**config.mk**
```make
export PLATFORM = sky130hd
export DESIGN_NAME = wbuf_id_alloc
export DESIGN_NICKNAME = d
export VERILOG_FILES = /design/src/hdl/mpc_cfg_pkg.sv /design/src/hdl/wbuf_id_alloc.sv
export SDC_FILE = /design/constraint.sdc
export NUM_CORES = 1
export LEC_CHECK = 0
export BUFFER_PORTS_ARGS = -buffer_cell sky130_fd_sc_hd__buf_2
export CAP_MARGIN = 10
export CORE_AREA = 2 2 39 41
export DETAILED_ROUTE_END_ITERATION = 12
export DIE_AREA = 0 0 41 43
export PLACE_DENSITY = 0.73
export SLEW_MARGIN = 40
export SYNTH_ARGS = -nofsm -noshare
export SYNTH_HDL_FRONTEND = slang
export SYNTH_SLANG_ARGS = --single-unit
```
**constraint.sdc**
```tcl
create_clock -name clk -period 2.96 [get_ports clk]
set_clock_uncertainty 0.1 [all_clocks]
set_input_delay 0.444 -clock clk [delete_from_list [all_inputs] [get_ports clk]]
set_output_delay 0.444 -clock clk [all_outputs]
set_load 0.05 [all_outputs]
```
**src/hdl/mpc_cfg_pkg.sv**
```systemverilog
`default_nettype none

package mpc_cfg_pkg;

    // crossbar dimensions
    localparam int NUM_CHANNELS = 3;
    localparam int NUM_BANKS    = 4;

    localparam int ADDR_W = 16;
    localparam int DATA_W = 32;

    // the bank select sits right above the byte offset within a line
    localparam int LINE_OFFSET_W = 4;
    localparam int BANK_SEL_W    = 2;

    // the write-buffer depth must equal 2**WBUF_ID_W so the free list pointers wrap cleanly
    localparam int WBUF_DEPTH = 4;
    localparam int WBUF_ID_W  = 2;

    typedef logic [$clog2(NUM_CHANNELS)-1:0] chan_id_t;
    typedef logic [BANK_SEL_W-1:0]           bank_id_t;
    typedef logic [WBUF_ID_W-1:0]            wbuf_id_t;

    typedef logic [NUM_CHANNELS-1:0] chan_vec_t;
    typedef logic [NUM_BANKS-1:0]    bank_vec_t;

endpackage

`default_nettype wire

```
**src/hdl/wbuf_id_alloc.sv**
```systemverilog
`default_nettype none
`timescale 1ns/1ns

module wbuf_id_alloc (
    input  logic                  clk,
    input  logic                  arst_n,
    input  logic                  alloc,
    output logic                  avail,
    output mpc_cfg_pkg::wbuf_id_t alloc_id,
    input  logic                  free_valid,
    input  mpc_cfg_pkg::wbuf_id_t free_id
);
    import mpc_cfg_pkg::*;

    wbuf_id_t           id_list [WBUF_DEPTH];
    wbuf_id_t           head;
    wbuf_id_t           tail;
    logic [WBUF_ID_W:0] count;
    logic               pop;

    // head always shows the next id to hand out
    assign avail    = count != '0;
    assign alloc_id = id_list[head];
    assign pop      = alloc && avail;

    always_ff @(posedge clk or negedge arst_n) begin
        if (!arst_n) begin
            head  <= '0;
            tail  <= '0;
            count <= (WBUF_ID_W + 1)'(WBUF_DEPTH);
        end else begin
            if (pop) begin
                head <= head + 1'b1;
            end
            if (free_valid) begin
                tail <= tail + 1'b1;
            end
            case ({pop, free_valid})
                2'b10:   count <= count - 1'b1;
                2'b01:   count <= count + 1'b1;
                default: count <= count;
            endcase
        end
    end

    // the list starts out holding every id in ascending order
    always_ff @(posedge clk or negedge arst_n) begin
        if (!arst_n) begin
            for (int i = 0; i < WBUF_DEPTH; i++) begin
                id_list[i] <= wbuf_id_t'(i);
            end
        end else if (free_valid) begin
            id_list[tail] <= free_id;
        end
    end

endmodule

`default_nettype wire

```
## Word-level counts from Yosys, hierarchy flattened

Index checks and enable logic that the tools add are counted.

- Flip-flop bits (word level): 15
- Logic and storage cells: 29
- Output and inout bits: 3
- Input port bits: 6

- Muxes and demuxes: 7
- Magnitude comparators: 3
- Add/subtract/negate cells: 4
- Reductions and logical operators: 4
- Eq/ne operators: 2
- Bitwise logic cells: 2

Operators with widths:

| kind | count |
|---|---|
| 8-bit bitwise mux | 1 |
| 3-bit >= comparator, second input constant | 2 |
| 2-bit 2-to-1 mux | 3 |
| 2-bit inverter with 3-bit output | 2 |
| 3-bit one-hot mux with 2 select lines | 1 |
| 2-bit by 1-bit adder with 2-bit output, second input constant | 2 |
| 2-bit binary-select mux with 2-bit select | 1 |
| 2-bit demux with 2-bit select | 1 |
| 3-bit by 1-bit adder with 3-bit output, second input constant | 1 |
| 3-bit by 1-bit less-than comparator with 1-bit output, second input constant | 1 |
| 3-bit nonzero test | 1 |
| 3-bit by 1-bit subtractor with 3-bit output, second input constant | 1 |
| 2-bit by 1-bit == test with 1-bit output, second input constant | 1 |
| 2-bit == test, second input constant | 1 |
| 1-bit logical AND | 2 |
| 2-bit nonzero test | 1 |

## Logic depth before layout (Yosys ltp)

Gate-level depths: netlist (run 1).

- Depth in word-level cells: 6
- Gate-level depth with buffers: 8
- Depth with buffers taken out: 8

## Worst setup path before layout (run 1)

OpenSTA, ideal clock, no wires.

- Kind: register to register
- Start point: register count[0]
- End point: register count[2]
- Setup time: 0.075 ns
- Stages on the path, launching flop included: 9
- Clock period less this slack: 2.152 ns
- Required time: 2.785 ns
- Setup slack: 0.808 ns
- Path buffers: 0
- Arrival: 1.977 ns
- Path through: dfrtp_1 -> or3_4 -> nand2_4 -> ha_1 -> inv_1 -> fa_1 -> xor2_1 -> nor2_1 -> xor2_1

- Longest elaborated chain between the ends: 4
- Elaborated cells on any way between the ends: 8
- Classes of those cells: add/sub (2); eq/ne (2); mux (1); reduce/logical (3)

RTL lines:

| item | RTL line | source |
|---|---|---|
| start: declaration | wbuf_id_alloc.sv:18 | `logic [WBUF_ID_W:0] count;` |
| start signal: assignment | wbuf_id_alloc.sv:30 | `count <= (WBUF_ID_W + 1)'(WBUF_DEPTH);` |
| start signal: assignment | wbuf_id_alloc.sv:39 | `2'b10: count <= count - 1'b1;` |
| start signal: assignment | wbuf_id_alloc.sv:40 | `2'b01: count <= count + 1'b1;` |
| 3-bit nonzero test (*) | wbuf_id_alloc.sv:22 | `assign avail = count != '0;` |
| via avail | wbuf_id_alloc.sv:8 | `output logic avail,` |
| 1-bit logical AND (*) | wbuf_id_alloc.sv:24 | `assign pop = alloc && avail;` |
| 2-bit by 1-bit == test with 1-bit output / 2-bit == test (equally long branches) | wbuf_id_alloc.sv:38 | `case ({pop, free_valid})` |
| 3-bit one-hot mux with 2 select lines / 2-bit nonzero test (equally long branches) | - |  |

The timed path passes the listed nets; every way through them passes the cells marked *.
A chain may end at the register's enable or synchronous reset.

## Worst setup path in the final report (run 1)

- Start point: register count[0]
- End point: register count[2]

- Longest elaborated chain between the ends: 4
- Elaborated cells on any way between the ends: 8
- Classes of those cells: add/sub (2); eq/ne (2); mux (1); reduce/logical (3)

RTL lines:

| item |
|---|
| parallel branches: the longest is 4 deep, another holds 3-bit by 1-bit adder with 3-bit output |

Several ways; the timed one is not identified.

==> impl_metrics.yaml, run 1 <==
timing:
  fin_crit_sh_pct: 72.4
  rsz0062_at_grt: "no"
  slew_headroom_pct: 77.9
  tns_ns: 0
  worst_slew_pin_slew_ns: 0.332
  setup_viol: 0
  slew_violations: 0
  hold_violations: 0
  fmax_mhz: 467
  fin_crit_ns: 2.14
  whs_ns: 0.334
die:
  boundaryPins: 9
  initial_utilization_pct: 53.1
  dieArea_mm2: 0.00176
  chipHeight_um: 43
  die_width_um: 41
  rows: 14
  core-area_mm2: 0.00138
final_layout:
  syn_to_final_growth_pct: 13.3
  nNetsFinal: 77
  stdcell_area_um2: 832
  finish.utilization_pct: 60.1
  antennaDiodeCount: 0
  drive_above_1_share_pct: 48.4
grt:
  grt_pass1_vias: 389
  grt_use_total_pct: 15.8
  grt_max_degree: 16
  grt_first_pass_wirelength_um: 1790
  grt-ovfl-total: 0
  antenna_found_initial: 0
worst_setup_path:
  r2r_setup_slack_ns: 0.82
  crit_path_start_kind: "flop"
  reg2reg_from: "count[0]$_DFFE_PN0P_"
  r2r-end: "count[2]$_DFFE_PN1P_"
  crit_fanout: 3
  cp_data_required_time_ns: 3.07
  arrival_ns: 2.25
  max_stage_delay_ns: 0.43
  crit_slowest_cell: "dfrtp_1"
  cp_cell_sequence: "or3_4, nand2_4, ha_1, inv_1, fa_1, xor2_1, nor2_1, xor2_1"
  crit_path_end_kind: "flop"
  worstRegToRegCells: 8
  critical_path_class: "reg2reg"
  crit_path_frequent_cell: "xor2_1"
cts:
  cts_tree: "yes"
  cts_hold_buf: 1
  post_cts_buffers: 0
  clockBufferDepth: 2
  clk_pin_slew_ns: 0.09
  cts_root_buffer: "clkbuf_4"
  clkLatencyLatePin_ns: 0.27
  post_cts_resized: 0
  htreeDepth: 1
  clkSinkCount: 15
  numCtsBuffers: 3
route:
  drt_iter0_drc: 0
  drt_first_pass_iters: 1
  vias: 396
  viasPerCell: 4.95
  detail-route-antenna-nets: 0
  drc: 0
  drt-total-wl_um: 1050
  wire_per_inst_um: 13.2
worst_hold_path:
  hold_end: "head[0]$_DFFE_PN0P_"
  hp-start: "alloc"
  hold_depth: 3
  hp-class: "in2reg"
yosys:
  syn_area_um2: 734
  synth_area_leaders: "dfrtp_1, dfstp_2, mux2_2, ha_1, mux4_2"
  synth_edf_count: 0
  yosysTopAreaCell: "dfrtp_1"
  synth_top_area_share_pct: 34.1
  ys_top_cells_by_count: "dfrtp_1, mux2_2, dfstp_2, ha_1, nand2_1"
  synth_cell_type_count: 15
  synth_fp_nets: 63
  yosys_warnings: 0
  async_flop_share_pct: 100
  ys_ff_latch: 15
  synth_flop_cell: "dfrtp_1"
  avgSynthCellArea_um2: 14.4
  synthCells: 51
  ys_seq_area_share_pct: 52.0
  synthMostInstantiatedCell: "dfrtp_1"
placed_design:
  portBuffers: 8
  placed_area_um2: 795
  place_congestion: 0.688
  dp_hpwl_um: 822
power_and_ir_drop:
  power_per_cell_area_mw_per_mm2: 1180
  irDropWorstVdd_mv: 0.513
  leakage_nw: 0.375
run_status:
  status: "finished clean"
run:
  max_cap_viol_count: 0
layout make-up:
type / instances / area (um2)
clock inverter: 1 / 5.00
sequential: 15 / 382
multi-input combinational: 33 / 342
timing repair buffer: 9 / 50.0
inverter: 3 / 11.3
fill: 108 / 552
clock buffer: 3 / 22.5
tap: 16 / 20.0
routing by layer:
layer | wire, um | vias to the layer above | track usage (%)
met4 | 8 | 0 | 10.0
met1 | 524 | 189 | 23.4
met5 | 0 | - | 0
met2 | 490 | 5 | 20.3
li1 | - | 200 | -
met3 | 29 | 2 | 3.14
kinds of logic after synthesis:
kind of cell,synth area share [%]
AOI/OAI and AO/OA,0.681
xor gates and xnor gates,7.16
adders and majority gates,11.2
buffers and inverters,1.53
DFF,52.0
muxes,19.9
and+or+nand+nor,7.50
state kept, by name, indices dropped and copies added, names as in the netlist:
register and cells:
count 3, head 2, tail 2, id_list 8
where the power goes:
group	internal [W]	switching [W]	total [W]	leakage, nW
sequential	0.000338	0.0000849	0.000423	0.170
clock	0.0000500	0.0000625	0.000112	0.0177
combinational	0.000210	0.000241	0.000451	0.187
total	0.000597	0.000388	0.000986	0.375
how the worst max path moves through the flow:
stage,from,slack (ns),end,cells after the start
after floorplan,count[0]$_DFFE_PN0P_,0.81,count[2]$_DFFE_PN1P_,8
after global placement,count[0]$_DFFE_PN0P_,0.87,count[2]$_DFFE_PN1P_,8
after detailed placement,count[0]$_DFFE_PN0P_,0.81,count[2]$_DFFE_PN1P_,8
after CTS,count[0]$_DFFE_PN0P_,0.79,count[2]$_DFFE_PN1P_,8
after global routing,count[0]$_DFFE_PN0P_,0.67,count[2]$_DFFE_PN1P_,8
final,count[0]$_DFFE_PN0P_,0.82,count[2]$_DFFE_PN1P_,8
per-stage QoR:
step | instances | power, W | setup WS [ns]
after floorplan | 51 | 0.000787 | 0.808
after global placement | 75 | 0.000865 | 0.872
after detailed placement | 75 | 0.000883 | 0.806
after CTS | 80 | 0.00100 | 0.789
after global routing | 80 | 0.00107 | 0.672
final | 80 | 0.000986 | 0.818
cells in the final DEF (no fill, tap or decap), drive strengths merged:
cell type / count
fa: 1
mux2: 9
buf: 8
ha: 5
o21ai: 1
xnor2: 3
nand3: 1
nor2: 1
clkinv: 1
nand2: 6
dlygate4sd3: 1
dfstp: 5
mux4: 2
xor2: 3
clkbuf: 3
or3: 1
dfrtp: 10
inv: 3
worst max-delay path: cells and delay by family, from the launching register on:
family                     cells  cell delay [ns]
xor gates and xnor gates       2             0.32
adders and majority gates      2             0.56
buffers and inverters          1             0.06
DFF                            1             0.43
and+or+nand+nor                3             0.61
Note: power is estimated with default switching activity, not from simulation.
==> inputs of run 2 (changes only) <==
ABC_AREA = 1   (was unset)
CORE_AREA = unset   (was 2 2 39 41)
CORE_MARGIN = 2   (was unset)
CORE_UTILIZATION = 49   (was unset)
DIE_AREA = unset   (was 0 0 41 43)
PLACE_DENSITY = 0.68   (was 0.73)
clock period = 1.85 ns   (was 2.96 ns; I/O delays follow)
==> impl_metrics.yaml, run 2 <==
route:
  drc: 0
  wire_per_inst_um: 11.0
  vias: 606
  drt-total-wl_um: 1340
  viasPerCell: 4.97
  detail-route-antenna-nets: 0
  drt_iter0_drc: 11
  drt_first_pass_iters: 4
cts:
  clk_pin_slew_ns: 0.09
  cts_tree: "yes"
  cts_root_buffer: "clkbuf_4"
  numCtsBuffers: 3
  clkSinkCount: 15
  htreeDepth: 1
  clockBufferDepth: 2
  clkLatencyLatePin_ns: 0.28
die:
  initial_utilization_pct: 52.2
  core-area_mm2: 0.00151
  rows: 14
  chipHeight_um: 44.0
  die_width_um: 44.0
  dieArea_mm2: 0.00194
  boundaryPins: 9
yosys:
  synth_fp_nets: 103
  yosys_warnings: 0
  synthCells: 91
  synth_flop_cell: "dfrtp_1"
  yosys.area_share.adder_pct: 10.5
  synth_xor_area_share_pct: 2.23
  yosysTopAreaCell: "dfrtp_1"
  synth_top_area_share_pct: 31.8
  ys_top_cells_by_count: "nand2_1, inv_1, dfrtp_1, o21ai_0"
  yosys.area_share.simple_pct: 21.5
  ys_seq_area_share_pct: 48.6
  async_flop_share_pct: 100
  synth_compound_area_share_pct: 9.55
  muxShareOfSynthArea_pct: 0
  synthMostInstantiatedCell: "nand2_1"
  synth_area_leaders: "dfrtp_1, dfstp_2, nand2_1, ha_1, inv_1"
  synth_top_family_by_area: "simple AND/OR/NAND/NOR gates"
  synth_edf_count: 0
  avgSynthCellArea_um2: 8.63
  syn_area_um2: 786
  ys_ff_latch: 15
  synth_cell_type_count: 18
worst_setup_path:
  crit_fanout: 4
  cp_data_required_time_ns: 1.94
  crit_path_start_kind: "flop"
  crit_slowest_cell: "dfstp_2"
  path_delay_family: "adder cells"
  worstRegToRegCells: 8
  r2r_setup_slack_ns: 0.09
  cp_cell_sequence: "inv_1, nand2_4, nand2_4, ha_1, inv_1, fa_2, nand2_1, nand2_1"
  crit_path_end_kind: "flop"
  arrival_ns: 1.85
  max_stage_delay_ns: 0.54
  cp_num_cells: 8
  critical_path_class: "reg2reg"
  path_buf_inv: 2
final_layout:
  fillCellCount: 153
  finish.utilization_pct: 60.1
  stdcell_area_um2: 906
  syn_to_final_growth_pct: 15.3
  nNetsFinal: 119
  top_regs: "id_list (8), count (3)"
  antennaDiodeCount: 0
  drive_above_1_share_pct: 23.6
  largest_reg_flops: 8
  largest_register: "id_list"
  final_cell_mix: "nand2_1, inv_1, dfrtp_1"
  final_common_cell: "nand2_1"
grt:
  antenna_found_initial: 0
  grt_first_pass_wirelength_um: 2240
  grt_max_degree: 16
  grt-ovfl-total: 0
  grt_pass1_vias: 536
  grt_use_total_pct: 16.1
placed_design:
  dp_hpwl_um: 1000
  portBuffers: 8
  placed_area_um2: 851
  post-place-ws_ns: 0.0933
  place_congestion: 0.756
timing:
  fin_crit_sh_pct: 95.3
  hold_violations: 0
  setup_ws_ns: 0.0870
  rsz0062_at_grt: "no"
  setup_viol: 0
  fmax_mhz: 567
  fin_crit_ns: 1.76
  worst_slew_pin_slew_ns: 0.341
  tns_ns: 0
  slew_violations: 0
  slew_headroom_pct: 77.2
power_and_ir_drop:
  p_total_w: 0.00167
  leakage_nw: 0.484
  power_per_cell_area_mw_per_mm2: 1840
  irDropWorstVdd_mv: 0.874
run_status:
  status: "finished clean"
worst_hold_path:
  hp-class: "in2reg"
  hold_depth: 3
run:
  max_cap_viol_count: 0
-- run 2: changes by cell type after synthesis, moves of 3 or more --
cell | before | now
nand3_1 | 0 | 3
o211ai_1 | 0 | 4
inv_1 | 3 | 13
mux2_2 | 9 | 0
o21ai_0 | 1 | 7
nand2_1 | 5 | 33
-- run 2: cell type report --
type,instances,area [um2],area share [%]
sequential,15,382,42.1
clock inverter,1,5.00,0.552
inverter,14,52.6,5.80
tap,16,20.0,2.21
clock buffer,3,22.5,2.49
multi-input combinational,61,352,38.8
timing repair buffer,12,72.6,8.01
-- run 2: logic make-up (layout without fill, tap and decap cells) --
family | count (synthesis) | after routing
fa+ha+maj | 6 | 6
simple gates | 40 | 40
compound gates | 13 | 13
xor+xnor | 2 | 2
buf+inv | 15 | 30
flops | 15 | 15
-- run 2: per-stage QoR --
| step | cells | hold WS, ns |
|---|---|---|
| after floorplan | 91 | -0.118 |
| after global placement | 115 | 0.0968 |
| after detailed placement | 115 | 0.101 |
| after CTS | 120 | 0.144 |
| after global routing | 122 | 0.181 |
| final | 122 | 0.153 |
-- run 2: final timing paths --
check,from,endpoint
worst max-delay path,count[2]$_DFFE_PN1P_,count[1]$_DFFE_PN0P_
worst min-delay path,free_id[1],id_list[1]$_DFFE_PN1P_
worst max register to register,count[2]$_DFFE_PN1P_,count[1]$_DFFE_PN0P_
worst min register to register,count[2]$_DFFE_PN1P_,count[2]$_DFFE_PN1P_
max in group asynchronous,arst_n,id_list[0]$_DFFE_PN1P_
min in group asynchronous,arst_n,count[1]$_DFFE_PN0P_
-- run 2: metal layers --
| layer | routed length (um) | vias up | track usage (%) |
|---|---|---|---|
| met3 | 42 | 2 | 2.45 |
| met4 | 12 | 0 | 9.09 |
| li1 | - | 312 | - |
| met1 | 706 | 280 | 22.9 |
| met2 | 578 | 12 | 23.5 |
| met5 | 0 | - | 0 |
-- run 2: worst min-delay path, delay by kind of cell --
family | cells | cell delay, ns
AOI/OAI and AO/OA | 1 | 0.08
buffers and inverters | 2 | 0.18
-- run 2: repair_timing --
action,4_1_cts,5_1_grt
hold endpoints to repair,10,0
gates resized for setup,0,1
hold buffers,1,0
endpoints found under the setup margin,0,1
setup buffers,0,2
-- run 2: power by group --
| group | switching [W] | internal [W] | leakage [nW] |
|---|---|---|---|
| clock network | 0.000113 | 0.0000803 | 0.0177 |
| logic | 0.000549 | 0.000295 | 0.292 |
| registers | 0.000111 | 0.000523 | 0.175 |
| total | 0.000773 | 0.000898 | 0.484 |
